`config.mk`:
```
export PLATFORM = sky130hd
export DESIGN_NAME = zz_top
export DESIGN_NICKNAME = d
export VERILOG_FILES = /design/src/zz_coef_pkg.sv /design/src/zz_ctrl_pkg.sv /design/src/zz_ram_wr_if.sv /design/src/zz_bank_ram.sv /design/src/zz_counter.sv /design/src/zz_ctrl.sv /design/src/zz_read_path.sv /design/src/zz_top.sv /design/src/zz_write_path.sv
export SDC_FILE = /design/constraint.sdc
export NUM_CORES = 2
export LEC_CHECK = 0
export BUFFER_PORTS_ARGS = -buffer_cell sky130_fd_sc_hd__buf_2
export CORE_AREA = 10 10 345 598
export DETAILED_ROUTE_END_ITERATION = 8
export DIE_AREA = 0 0 355 608
export GPL_ROUTABILITY_DRIVEN = 0
export SLEW_MARGIN = 0
export SYNTH_ARGS = -nofsm -noshare
export SYNTH_HDL_FRONTEND = slang
export SYNTH_SLANG_ARGS = --single-unit
export TNS_END_PERCENT = 30
```
`constraint.sdc`:
```
create_clock -name clk -period 10.96 [get_ports clk]
set_input_delay 0.548 -clock clk [delete_from_list [all_inputs] [get_ports clk]]
set_output_delay 0.548 -clock clk [all_outputs]
set_load 0.05 [all_outputs]
```
`src/zz_coef_pkg.sv`:
```
// Block geometry and zigzag scan mapping shared by the write path, the RAM and the control logic.
package zz_coef_pkg;

    // Rows and columns in one block.
    localparam int BLK_N = 8;

    // Coefficient pairs in one block, one pair per RAM word.
    localparam int PAIR_N = BLK_N * BLK_N / 2;

    // Standard JPEG zigzag scan position of a coefficient.
    // Anti-diagonals alternate direction; the upper and lower triangles
    // use mirrored base offsets.
    function automatic logic [5:0] zigzag_pos(
        input logic [2:0] row,
        input logic [2:0] col
    );
        int diag;
        int base;
        int offset;
        diag = int'(row) + int'(col);
        if (diag < BLK_N) begin
            // Upper-left triangle.
            base = diag * (diag + 1) / 2;
            if (diag % 2 == 1) begin
                offset = int'(row);
            end else begin
                offset = int'(col);
            end
        end else begin
            // Lower-right triangle, counted back from the last position.
            base = BLK_N * BLK_N - (2 * BLK_N - 1 - diag) * (2 * BLK_N - diag) / 2;
            if (diag % 2 == 1) begin
                offset = BLK_N - 1 - int'(col);
            end else begin
                offset = BLK_N - 1 - int'(row);
            end
        end
        return 6'(base + offset);
    endfunction

endpackage

```
`src/zz_ctrl_pkg.sv`:
```
// Bank state encoding and bank count for the double-buffer control logic.
package zz_ctrl_pkg;

    // Number of RAM banks in the ping-pong buffer.
    localparam int BANK_N = 2;

    // Life cycle of one bank.
    typedef enum logic [1:0] {
        BANK_EMPTY    = 2'd0,
        BANK_FILLING  = 2'd1,
        BANK_FULL     = 2'd2,
        BANK_DRAINING = 2'd3
    } bank_state_t;

endpackage

```
`src/zz_ram_wr_if.sv`:
```
// RAM write port bundle, driven by the write path and received by the bank RAM.
interface zz_ram_wr_if #(
    parameter int COEF_W = 15
);

    logic                     wr_bank;
    logic [4:0]               wr_addr;
    logic signed [COEF_W-1:0] wr_data;
    logic [1:0]               wr_lane_en;
    logic                     wr_en;

    modport writer (
        output wr_bank,
        output wr_addr,
        output wr_data,
        output wr_lane_en,
        output wr_en
    );

    modport memory (
        input wr_bank,
        input wr_addr,
        input wr_data,
        input wr_lane_en,
        input wr_en
    );

endinterface

```
`src/zz_bank_ram.sv`:
```
// Two-bank RAM of coefficient pairs with per-lane writes and a registered pair read.
module zz_bank_ram #(
    parameter int COEF_W = 15
) (
    input  logic                     clk,
    zz_ram_wr_if.memory              wr,
    input  logic                     i_rd_en,
    input  logic                     i_rd_bank,
    input  logic [4:0]               i_rd_addr,
    output logic signed [COEF_W-1:0] o_rd_q0,
    output logic signed [COEF_W-1:0] o_rd_q1
);

    localparam int DEPTH = zz_ctrl_pkg::BANK_N * zz_coef_pkg::PAIR_N;

    // Lane 0 holds even scan positions, lane 1 odd ones.
    logic signed [COEF_W-1:0] mem [2][DEPTH];

    logic [5:0] wr_word;
    logic [5:0] rd_word;

    // Bank bit on top of the pair address.
    always_comb begin
        wr_word = {wr.wr_bank, wr.wr_addr};
        rd_word = {i_rd_bank, i_rd_addr};
    end

    always_ff @(posedge clk) begin
        for (int lane = 0; lane < 2; lane++) begin
            if (wr.wr_en && wr.wr_lane_en[lane]) begin
                mem[lane][wr_word] <= wr.wr_data;
            end
        end
    end

    // Read data holds when not enabled.
    always_ff @(posedge clk) begin
        if (i_rd_en) begin
            o_rd_q0 <= mem[0][rd_word];
            o_rd_q1 <= mem[1][rd_word];
        end
    end

    // Each coefficient maps to exactly one lane.
    a_lane_onehot: assert property (
        @(posedge clk)
        wr.wr_en |-> $onehot(wr.wr_lane_en)
    );

endmodule

```
`src/zz_counter.sv`:
```
// Wrapping up-counter with enable, synchronous clear and a terminal-count flag.
module zz_counter #(
    parameter int WIDTH = 3
) (
    input  logic             clk,
    input  logic             resetn,
    input  logic             i_en,
    input  logic             i_clr,
    output logic [WIDTH-1:0] o_count,
    output logic             o_last
);

    always_ff @(posedge clk) begin
        if (!resetn) begin
            o_count <= '0;
        end else if (i_clr) begin
            o_count <= '0;
        end else if (i_en) begin
            // Wraps to zero naturally after the maximum.
            o_count <= o_count + 1'b1;
        end
    end

    always_comb begin
        o_last = &o_count;
    end

    // Callers derive clear and enable from disjoint conditions.
    a_en_clr_excl: assert property (
        @(posedge clk) disable iff (!resetn)
        !(i_en && i_clr)
    );

endmodule

```
`src/zz_ctrl.sv`:
```
// Bank state machine that hands out the fill bank to the writer and the drain bank to the reader.
module zz_ctrl (
    input  logic       clk,
    input  logic       resetn,
    input  logic       i_wr_fire,
    input  logic       i_col_last,
    input  logic [2:0] i_row_idx,
    input  logic       i_rd_done,
    output logic       o_wr_ok,
    output logic       o_wr_bank,
    output logic       o_rd_ok,
    output logic       o_rd_bank
);

    zz_ctrl_pkg::bank_state_t bank_state [zz_ctrl_pkg::BANK_N];

    // One pointer bit selects between the two banks.
    logic wr_ptr;
    logic rd_ptr;
    logic blk_end;

    // Last column of the last row closes the block.
    always_comb begin
        blk_end = i_wr_fire && i_col_last && (i_row_idx == 3'(zz_coef_pkg::BLK_N - 1));
    end

    always_comb begin
        o_wr_ok = (bank_state[wr_ptr] == zz_ctrl_pkg::BANK_EMPTY) ||
                  (bank_state[wr_ptr] == zz_ctrl_pkg::BANK_FILLING);
        o_rd_ok = (bank_state[rd_ptr] == zz_ctrl_pkg::BANK_DRAINING);
        o_wr_bank = wr_ptr;
        o_rd_bank = rd_ptr;
    end

    always_ff @(posedge clk) begin
        if (!resetn) begin
            for (int b = 0; b < zz_ctrl_pkg::BANK_N; b++) begin
                bank_state[b] <= zz_ctrl_pkg::BANK_EMPTY;
            end
            wr_ptr <= 1'b0;
            rd_ptr <= 1'b0;
        end else begin
            for (int b = 0; b < zz_ctrl_pkg::BANK_N; b++) begin
                // Writer side.
                if ((int'(wr_ptr) == b) && i_wr_fire) begin
                    if (blk_end) begin
                        bank_state[b] <= zz_ctrl_pkg::BANK_FULL;
                    end else if (bank_state[b] == zz_ctrl_pkg::BANK_EMPTY) begin
                        bank_state[b] <= zz_ctrl_pkg::BANK_FILLING;
                    end
                end
                // Reader side; a full bank starts draining one cycle later.
                if (int'(rd_ptr) == b) begin
                    if (bank_state[b] == zz_ctrl_pkg::BANK_FULL) begin
                        bank_state[b] <= zz_ctrl_pkg::BANK_DRAINING;
                    end else if ((bank_state[b] == zz_ctrl_pkg::BANK_DRAINING) &&
                                 i_rd_done) begin
                        bank_state[b] <= zz_ctrl_pkg::BANK_EMPTY;
                    end
                end
            end
            if (blk_end) begin
                wr_ptr <= ~wr_ptr;
            end
            if (i_rd_done) begin
                rd_ptr <= ~rd_ptr;
            end
        end
    end

    // The writer never lands in the bank that is being drained.
    a_no_fill_drain_overlap: assert property (
        @(posedge clk) disable iff (!resetn)
        (wr_ptr == rd_ptr) |-> !(i_wr_fire && o_rd_ok)
    );

    // The read path only finishes a block that is draining.
    a_done_while_draining: assert property (
        @(posedge clk) disable iff (!resetn)
        i_rd_done |-> (bank_state[rd_ptr] == zz_ctrl_pkg::BANK_DRAINING)
    );

endmodule

```
`src/zz_read_path.sv`:
```
// Drains a full bank two coefficients per cycle in scan order, honoring output hold.
module zz_read_path #(
    parameter int COEF_W = 15
) (
    input  logic                     clk,
    input  logic                     resetn,
    input  logic                     i_rd_ok,
    input  logic                     i_rd_bank,
    input  logic                     i_hold,
    input  logic signed [COEF_W-1:0] i_rd_q0,
    input  logic signed [COEF_W-1:0] i_rd_q1,
    output logic                     o_rd_en,
    output logic [4:0]               o_rd_addr,
    output logic                     o_rd_done,
    output logic                     o_valid,
    output logic [4:0]               o_q_idx,
    output logic signed [COEF_W-1:0] o_q0,
    output logic signed [COEF_W-1:0] o_q1
);

    logic [4:0] pair;
    logic       pair_last;

    always_comb begin
        o_rd_en   = i_rd_ok && !i_hold;
        o_rd_addr = pair;
        o_rd_done = o_rd_en && pair_last;
        o_q0      = i_rd_q0;
        o_q1      = i_rd_q1;
    end

    // Held at zero whenever no bank is draining.
    zz_counter #(
        .WIDTH (5)
    ) u_pair_cnt (
        .clk     (clk),
        .resetn  (resetn),
        .i_en    (o_rd_en),
        .i_clr   (!i_rd_ok),
        .o_count (pair),
        .o_last  (pair_last)
    );

    // Valid and index line up with the registered RAM data.
    always_ff @(posedge clk) begin
        if (!resetn) begin
            o_valid <= 1'b0;
            o_q_idx <= 5'd0;
        end else begin
            if (!i_hold) begin
                o_valid <= o_rd_en;
            end
            if (o_rd_en) begin
                o_q_idx <= pair;
            end
        end
    end

    // Output pair and RAM read data stay frozen under hold.
    a_hold_stable: assert property (
        @(posedge clk) disable iff (!resetn)
        (o_valid && i_hold) |=> (o_valid && $stable(o_q0) && $stable(o_q1) && $stable(o_q_idx))
    );

    // The drain bank does not switch in the middle of a block.
    a_bank_steady: assert property (
        @(posedge clk) disable iff (!resetn)
        (pair != 5'd0) |-> $stable(i_rd_bank)
    );

endmodule

```
`src/zz_top.sv`:
```
// Top level of the coefficient reorder buffer; connects control, write path, RAM and read path.
module zz_top #(
    parameter int COEF_W = 15
) (
    input  logic                     clk,
    input  logic                     resetn,
    input  logic signed [COEF_W-1:0] i_row [zz_coef_pkg::BLK_N],
    input  logic [2:0]               i_row_idx,
    input  logic                     i_valid,
    output logic                     o_hold,
    output logic signed [COEF_W-1:0] o_q0,
    output logic signed [COEF_W-1:0] o_q1,
    output logic [4:0]               o_q_idx,
    output logic                     o_valid,
    input  logic                     i_hold
);

    logic                     wr_ok;
    logic                     wr_bank;
    logic                     wr_fire;
    logic                     col_last;
    logic                     rd_ok;
    logic                     rd_bank;
    logic                     rd_en;
    logic                     rd_done;
    logic [4:0]               rd_addr;
    logic signed [COEF_W-1:0] rd_q0;
    logic signed [COEF_W-1:0] rd_q1;

    zz_ram_wr_if #(
        .COEF_W (COEF_W)
    ) u_wr_if ();

    zz_ctrl u_ctrl (
        .clk        (clk),
        .resetn     (resetn),
        .i_wr_fire  (wr_fire),
        .i_col_last (col_last),
        .i_row_idx  (i_row_idx),
        .i_rd_done  (rd_done),
        .o_wr_ok    (wr_ok),
        .o_wr_bank  (wr_bank),
        .o_rd_ok    (rd_ok),
        .o_rd_bank  (rd_bank)
    );

    zz_write_path #(
        .COEF_W (COEF_W)
    ) u_write (
        .clk        (clk),
        .resetn     (resetn),
        .i_row      (i_row),
        .i_row_idx  (i_row_idx),
        .i_valid    (i_valid),
        .i_wr_ok    (wr_ok),
        .i_wr_bank  (wr_bank),
        .o_hold     (o_hold),
        .o_wr_fire  (wr_fire),
        .o_col_last (col_last),
        .wr         (u_wr_if.writer)
    );

    zz_bank_ram #(
        .COEF_W (COEF_W)
    ) u_ram (
        .clk       (clk),
        .wr        (u_wr_if.memory),
        .i_rd_en   (rd_en),
        .i_rd_bank (rd_bank),
        .i_rd_addr (rd_addr),
        .o_rd_q0   (rd_q0),
        .o_rd_q1   (rd_q1)
    );

    zz_read_path #(
        .COEF_W (COEF_W)
    ) u_read (
        .clk       (clk),
        .resetn    (resetn),
        .i_rd_ok   (rd_ok),
        .i_rd_bank (rd_bank),
        .i_hold    (i_hold),
        .i_rd_q0   (rd_q0),
        .i_rd_q1   (rd_q1),
        .o_rd_en   (rd_en),
        .o_rd_addr (rd_addr),
        .o_rd_done (rd_done),
        .o_valid   (o_valid),
        .o_q_idx   (o_q_idx),
        .o_q0      (o_q0),
        .o_q1      (o_q1)
    );

endmodule

```
`src/zz_write_path.sv`:
```
// Serializes each held input row into single-coefficient writes at zigzag word and lane.
module zz_write_path #(
    parameter int COEF_W = 15
) (
    input  logic                     clk,
    input  logic                     resetn,
    input  logic signed [COEF_W-1:0] i_row [zz_coef_pkg::BLK_N],
    input  logic [2:0]               i_row_idx,
    input  logic                     i_valid,
    input  logic                     i_wr_ok,
    input  logic                     i_wr_bank,
    output logic                     o_hold,
    output logic                     o_wr_fire,
    output logic                     o_col_last,
    zz_ram_wr_if.writer              wr
);

    logic [2:0] col;
    logic       col_last;
    logic       wr_fire;
    logic       col_clr;
    logic [5:0] pos;

    always_comb begin
        wr_fire = i_valid && i_wr_ok;
        // Restart a row that the source withdrew part way.
        col_clr = !i_valid && (col != 3'd0);
    end

    zz_counter #(
        .WIDTH (3)
    ) u_col_cnt (
        .clk     (clk),
        .resetn  (resetn),
        .i_en    (wr_fire),
        .i_clr   (col_clr),
        .o_count (col),
        .o_last  (col_last)
    );

    always_comb begin
        pos = zz_coef_pkg::zigzag_pos(i_row_idx, col);
    end

    // Even scan positions go to lane 0, odd ones to lane 1.
    always_comb begin
        wr.wr_en      = wr_fire;
        wr.wr_bank    = i_wr_bank;
        wr.wr_addr    = pos[5:1];
        wr.wr_lane_en = pos[0] ? 2'b10 : 2'b01;
        wr.wr_data    = i_row[col];
    end

    // The row is released only with its last column.
    always_comb begin
        o_hold     = !(wr_fire && col_last);
        o_wr_fire  = wr_fire;
        o_col_last = col_last;
    end

endmodule

```
=== Yosys cells after proc, flatten, opt, wreduce, memory -nomap -nowiden ===
Memory sizes are Yosys's and may differ from the RTL's. A register that Yosys moved wholly into a read port is not among the register bits.
Index checks and enable logic that the tools add are counted.

* Add/subtract/negate cells: 12
* Multiply operators: 2
* $lt $le $gt $ge: 5
* Equal/unequal tests: 8
* Mux-type cells: 71
* Bitwise gates (word level): 18
* Reduce and logical (&&, ||, !) cells: 26

{| class="wikitable"
|+ Operator list
! kind !! count
|-
| 960-bit two-way mux || 4
|-
| 960-bit OR reduction || 1
|-
| 15-bit binary-select mux with 6-bit select || 2
|-
| 15-bit two-way mux || 7
|-
| 15-bit demux with 6-bit select || 1
|-
| 15-bit binary-select mux with 3-bit select || 1
|-
| 1-bit two-way mux || 43
|-
| 32-bit by 2-bit adder with 32-bit output (second input constant) || 1
|-
| 32-bit by 5-bit < comparator with 1-bit output (second input constant) || 1
|-
| 32-bit by 32-bit multiplier with 32-bit output || 1
|-
| 5-bit by 32-bit multiplier with 32-bit output || 1
|-
| 5-bit by 32-bit subtractor with 32-bit output (first input constant) || 1
|-
| 6-bit by 32-bit subtractor with 32-bit output (first input constant) || 1
|-
| 2-bit two-way mux || 9
|-
| 6-bit two-way mux || 3
|-
| 7-bit >= comparator (second input constant) || 2
|-
| 6-bit inverter with 7-bit output || 2
|-
| 1-bit logical AND || 13
|-
| 6-bit by 1-bit adder with 6-bit output || 2
|-
| 2-bit == test (second input constant) || 6
|-
| 1-bit OR || 8
|-
| 3-bit by 3-bit subtractor with 4-bit output (first input constant) || 2
|-
| 7-bit by 1-bit < comparator with 1-bit output (second input constant) || 1
|-
| 6-bit adder || 1
|-
| 20 further kinds || 28
|}

* Bits in registers: 46
* Memory bits (writable): 1924
* Input port bits: 127
* Output and inout bits: 37
* Word-level logic and storage cells: 152
* Memories kept: 2

{| class="wikitable"
|+ Memory list
! name !! depth !! width !! rd ports !! clocked after memory_dff !! wr ports !! RTL line !! source
|-
| u_ram.mem || 2 || 960 || 2 || 0 || 1 || zz_bank_ram.sv:17 || <nowiki>logic signed [COEF_W-1:0] mem [2][DEPTH];</nowiki>
|-
| u_ctrl.bank_state || 2 || 2 || 4 || 2 || 2 || zz_ctrl.sv:15 || <nowiki>zz_ctrl_pkg::bank_state_t bank_state [zz_ctrl_pkg::BANK_N];</nowiki>
|}

=== Longest topological paths before layout ===
* Depth after elaboration: 16
* Gate-level depth with buffers: 25
* Mapped depth without buffers: 23

=== Hierarchy ===
A second synthesis with hierarchy kept.

* Cell total of the unflattened synthesis: 3670
* Area, all modules: 78185.0 µm²

{| class="wikitable"
|+ By module, submodules not included
! module !! times used !! cells each !! area each (µm²) !! sequential area each (µm²)
|-
| zz_bank_ram || 1 || 3283 || 74551.5 || 58556.2
|-
| zz_write_path || 1 || 243 || 2314.7 || 0.0
|-
| zz_read_path || 1 || 58 || 488.0 || 120.1
|-
| zz_ctrl || 1 || 51 || 459.2 || 200.2
|-
| zz_counter at u_read.u_pair_cnt || 1 || 23 || 240.2 || 100.1
|-
| zz_counter at u_write.u_col_cnt || 1 || 12 || 131.4 || 60.1
|}

=== Least setup slack after synthesis ===
Ideal clock, no wire load.

* Kind: reg2reg
* Start point: register u_write.u_col_cnt.o_count[1]
* End point: memory u_ram.mem[0][100] (netlist name) (enable)
* Setup time: 0.406 ns
* Arrival: 7.712 ns
* Required time: 10.554 ns
* Path slack: 2.842 ns
* Stages on the path, launching flop included: 26
* Buffers on the path: 3
* Clock period less this slack: 8.118 ns
* Path through: dfxtp_1 clkbuf_1 clkbuf_1 inv_1 fa_1 xor2_1 nand3_1 ha_1 nor2_1 fa_1 inv_1 fa_1 inv_1 ha_1 ha_1 inv_1 fa_1 xnor2_2 ha_1 or3_1 a2bb2oi_1 a32oi_4 mux2i_2 a31oi_4 buf_2 nor3_1

* Cells in the longest elaborated chain, start to end: 16
* Elaborated cells between the ends (all ways): 34
* Classes of those cells: add/sub (9); mul (2); order compare (3); mux (13); bitwise (3); reduce/logical (4)

{| class="wikitable"
|+ Ends and longest elaborated chain
! element !! RTL line !! source
|-
| from (decl) || zz_counter.sv:9 || <nowiki>output logic [WIDTH-1:0] o_count,</nowiki>
|-
| from (signal assigned) || zz_counter.sv:20 || <nowiki>o_count <= o_count + 1'b1;</nowiki>
|-
| 3-bit by 3-bit adder with 4-bit output || zz_coef_pkg.sv:20 || <nowiki>diag = int'(row) + int'(col);</nowiki>
|-
| 5-bit by 32-bit subtractor with 32-bit output / 6-bit by 32-bit subtractor with 32-bit output (equally long branches) || zz_coef_pkg.sv:31 || <nowiki>base = BLK_N * BLK_N - (2 * BLK_N - 1 - diag) * (2 * BLK_N - diag) / 2;</nowiki>
|-
| 32-bit by 32-bit multiplier with 32-bit output || zz_coef_pkg.sv:31 ||
|-
| 1-bit bitwise AND (no line) || n/a ||
|-
| 6-bit by 1-bit adder with 6-bit output (no line) || n/a ||
|-
| 1-bit by 6-bit subtractor with 6-bit output || zz_coef_pkg.sv:31 ||
|-
| 6-bit two-way mux || zz_coef_pkg.sv:21 || <nowiki>if (diag < BLK_N) begin</nowiki>
|-
| 6-bit adder * || zz_coef_pkg.sv:38 || <nowiki>return 6'(base + offset);</nowiki>
|-
| 6-bit inverter with 7-bit output (implied by the code) || zz_bank_ram.sv:31 || <nowiki>mem[lane][wr_word] <= wr.wr_data;</nowiki>
|-
| 7-bit >= comparator (implied by the code) / 7-bit by 1-bit < comparator with 1-bit output (equally long branches) || zz_bank_ram.sv:31 ||
|-
| 1-bit logical AND (implied by the code) || zz_bank_ram.sv:31 ||
|-
| 15-bit two-way mux (implied by the code) || zz_bank_ram.sv:31 ||
|-
| 15-bit demux with 6-bit select || zz_bank_ram.sv:31 ||
|-
| 960-bit two-way mux (implied by the code) || zz_bank_ram.sv:31 ||
|-
| 960-bit OR reduction (no line) || n/a ||
|-
| 1-bit two-way mux (no line) / 960-bit two-way mux (equally long branches) || n/a ||
|-
| to (decl) || zz_bank_ram.sv:17 ||
|}

Every way passes the cells marked *; elsewhere a longest branch is shown, timed or not.

=== Worst setup path in the final report ===
* Start point: register u_write.u_col_cnt.o_count[1]
* End point: memory u_ram.mem[0][1896] (netlist name) (enable)

Same word-level chain as after synthesis.

==> results.cfg <==
[grt]
grt_pass1_vias = 38267
grt_max_degree = 113
grt_overflow_total = 0
grt_pass1_wl_um = 277000
grtUsageTotal_pct = 17.5
antenna_found_initial = 3

[clock_tree]
cts_buffers = 173
cts_tree = built
postCtsSetupRepairBufs = 0
hold_buffers = 0
clk_pin_slew_worst_paths_ns = 0.07
cts_resized = 0
cts_root_buf = clkbuf_16
clk_latency_ns = 0.81
cts.sinks = 1972
htree_levels = 4
clock_path_buffers = 4

[routing]
finalWirelength_um = 191000
drt_iter0_markers = 2962
post_drt_wl_per_cell_um = 29.9
first_pass_iters = 5
drc = 0
ant_nets = 0
vias = 35754
via_per_inst = 5.58

[logic_synthesis]
synth_edf_count = 1954
syn_nets = 3542
ys_ff_latch = 1972
syn_avg_cell_area_um2 = 23.3
synth_top_area_share_pct = 75.2
synth_flop_cell = edfxtp_1
yosysMostFrequentCell = edfxtp_1
syn_area_mm2 = 0.0781
async_flop_share_pct = 0
ys_warn_count = 0
synth_cell_types = 72
yosys-top-cells-area = edfxtp_1, mux4_2, ha_1
yosysSeqAreaShare_pct = 75.6
synth_area_leader_cell = edfxtp_1
netlist_instances = 3357
synth_top_cells_by_count = edfxtp_1, mux4_2, clkbuf_1

[worst_hold_path]
holdCritStartpoint = i_hold
hold_depth = 3
worstHoldEndpoint = u_read.u_pair_cnt.o_count[1]
hp-class = primary input to flip-flop

[critical_path]
cp_slowest_stage_delay_ns = 1.21
critPathKind = flip-flop to flip-flop
crit_chain = buf_4 -> inv_1 -> fa_1 -> xor2_1 -> nand3_1 -> ha_1 -> nor2_1 -> fa_1 -> inv_1 -> fa_1 -> inv_1 -> ha_1 -> ha_1 -> inv_1 -> fa_1 -> xnor2_2 -> ha_1 -> or3_1 -> a2bb2oi_1 -> a32oi_4 -> mux2i_1 -> nand4_2 -> a21oi_2
worst-path-buf-inv = 5
cp.arrival_ns = 9.56
cp_slowest_cell = a21oi_2
cp_max_fo = 36
r2r_end = u_ram.mem[0][1896]
crit_path_start_kind = flip-flop
critPathCaptureType = flip-flop
crit_family = adder cells
cp.required_ns = 11.33
rr_worst_depth = 23
r2r-start = u_write.u_col_cnt.o_count[1]
r2r_slack_ns = 1.77

[place]
dpl.hpwl_um = 120000
numPortBuffers = 163
place_ws_ns = 1.82
dp_cells = 6101

[layout]
finalNetCount = 3857
drive_gt1_share_pct = 35.2
synthToLayoutAreaGrowth_pct = 13.6
fin_cells = 6402

[power_and_ir_drop]
seq_power_share_pct = 51.0
swShare_pct = 25.7
power_density_mw_per_mm2 = 194
leakage_nw = 26.8
p_sw_w = 0.00443
comb_power_share_pct = 14.0
ir_drop_mv = 0.235
clockPowerShare_pct = 35.0
p_int_w = 0.0128

[sta]
period_minus_slack_ns = 9.19
max_freq_mhz = 109
relSlewSlack_pct = 10.4
finalCritPeriodShare_pct = 83.9
setup_viol = 0
rsz0062_at_grt = false
final_max_slew_viol_count = 0
tightestPinTransition_ns = 1.34
fin_ws_ns = 1.77
finalHoldViolations = 0
finalClockSkew_ns = 0.0442
setup-tns-final_ns = 0

[die]
ios = 164
dieHeight_um = 608
rows = 215
start_util_pct = 39.9
coreArea_mm2 = 0.196
die_x_um = 355
dieArea_mm2 = 0.216

[run]
maxCapViolations = 0

[outcome]
outcome = completed
==> worst reg2reg max path, cell delays in order (launching register included) <==
cell and delay, ns:
dfxtp_1 0.31, buf_4 0.38, inv_1 0.16, fa_1 0.43, xor2_1 0.61, nand3_1 0.17, ha_1 0.36, nor2_1 0.08
fa_1 0.53, inv_1 0.06, fa_1 0.52, inv_1 0.04, ha_1 0.28, ha_1 0.31, inv_1 0.07, fa_1 0.46
xnor2_2 0.26, ha_1 0.31, or3_1 0.33, a2bb2oi_1 0.18, a32oi_4 0.39, mux2i_1 0.44, nand4_2 0.89, a21oi_2 1.22
==> cells in the final DEF (no fill, tap or decap), types with 21 or more instances in the layout <==
cell type	instances
a22oi_1	60
clkbuf_16	175
edfxtp_1	1954
nand2_1	47
clkinv_2	23
nand3_1	22
nor3_2	58
nor2_1	63
buf_2	163
ha_1	46
bufinv_16	21
clkbuf_1	30
inv_1	31
buf_4	156
a21oi_2	26
mux4_2	630
clkinv_1	36
==> flip-flops by register name, summed over array words and instances (netlist names), named ones only <==
register                   cells
u_ctrl.bank_state              4
u_ctrl.o_rd_bank               1
u_ctrl.o_wr_bank               1
u_ram.mem                   1920
u_ram.o_rd_q0                 15
u_ram.o_rd_q1                 15
u_read.o_q_idx                 5
u_read.o_valid                 1
u_read.u_pair_cnt.o_count      5
u_write.u_col_cnt.o_count      3
==> routing by layer <==
metal | share of wire (%) | wire length [um] | track usage [%]
met1 | 37 | 70400 | 20.7
met2 | 54 | 104000 | 32.0
met3 | 4.7 | 8940 | 2.30
met4 | 4.2 | 7950 | 6.79
met5 | 0 | 0 | 0
==> cell type report <==
| type | instances | area (um2) |
|---|---|---|
| Sequential cell | 1972 | 59100 |
| Inverter | 34 | 128 |
| Clock buffer | 205 | 4490 |
| Fill cell | 16450 | 107000 |
| Antenna cell | 5 | 12.5 |
| Tap cell | 2604 | 3260 |
| Timing Repair Buffer | 325 | 2110 |
| Multi-Input combinational cell | 1166 | 18600 |
| Clock inverter | 91 | 972 |
==> cell families after synthesis <==
logic type | Yosys count | share of synthesized area [%]
adder cells (fa/ha/maj) | 58 | 1.05
buffers and inverters | 219 | 1.19
XOR/XNOR | 28 | 0.367
AND/OR/NAND/NOR | 280 | 1.85
AO/OA/AOI/OAI | 142 | 1.36
flip-flops | 1972 | 75.6
multiplexers | 658 | 18.6
==> per-stage QoR <==
| stage | hold WS (ns) | power (W) | util, % | cell area (um2) |
|---|---|---|---|---|
| floorplan | 0.560 | 0.0103 | - | 78100 |
| global placement | 0.497 | 0.0113 | 42.5 | 83200 |
| detailed placement | 0.507 | 0.0114 | 42.5 | 83200 |
| CTS | 0.108 | 0.0174 | 45.3 | 88600 |
| global route | 0.178 | 0.0178 | 45.3 | 88600 |
| finish | 0.163 | 0.0172 | 45.3 | 88600 |
==> power groups by stage <==
stage / Combinational, W / Sequential, W / Clock [W]
after global routing: 0.00255 / 0.00880 / 0.00642
after global placement: 0.00234 / 0.00894 / 0
after floorplan: 0.00138 / 0.00895 / 0
after detailed placement: 0.00241 / 0.00895 / 0
final: 0.00241 / 0.00879 / 0.00604
after CTS: 0.00242 / 0.00879 / 0.00617
==> worst max-delay path by stage <==
stage                                             from                  to  slack, ns  depth (start not counted)
after detailed placement  u_write.u_col_cnt.o_count[1]  u_ram.mem[0][1894]       1.82                         23
after floorplan           u_write.u_col_cnt.o_count[1]   u_ram.mem[0][100]       2.84                         25
after global routing      u_write.u_col_cnt.o_count[1]  u_ram.mem[0][1383]       1.34                         23
after global placement    u_write.u_col_cnt.o_count[1]  u_ram.mem[0][1898]       1.99                         23
after CTS                 u_write.u_col_cnt.o_count[1]  u_ram.mem[0][1896]       1.77                         23
final                     u_write.u_col_cnt.o_count[1]  u_ram.mem[0][1896]       1.77                         23
Note: power is estimated with default switching activity, not from simulation.
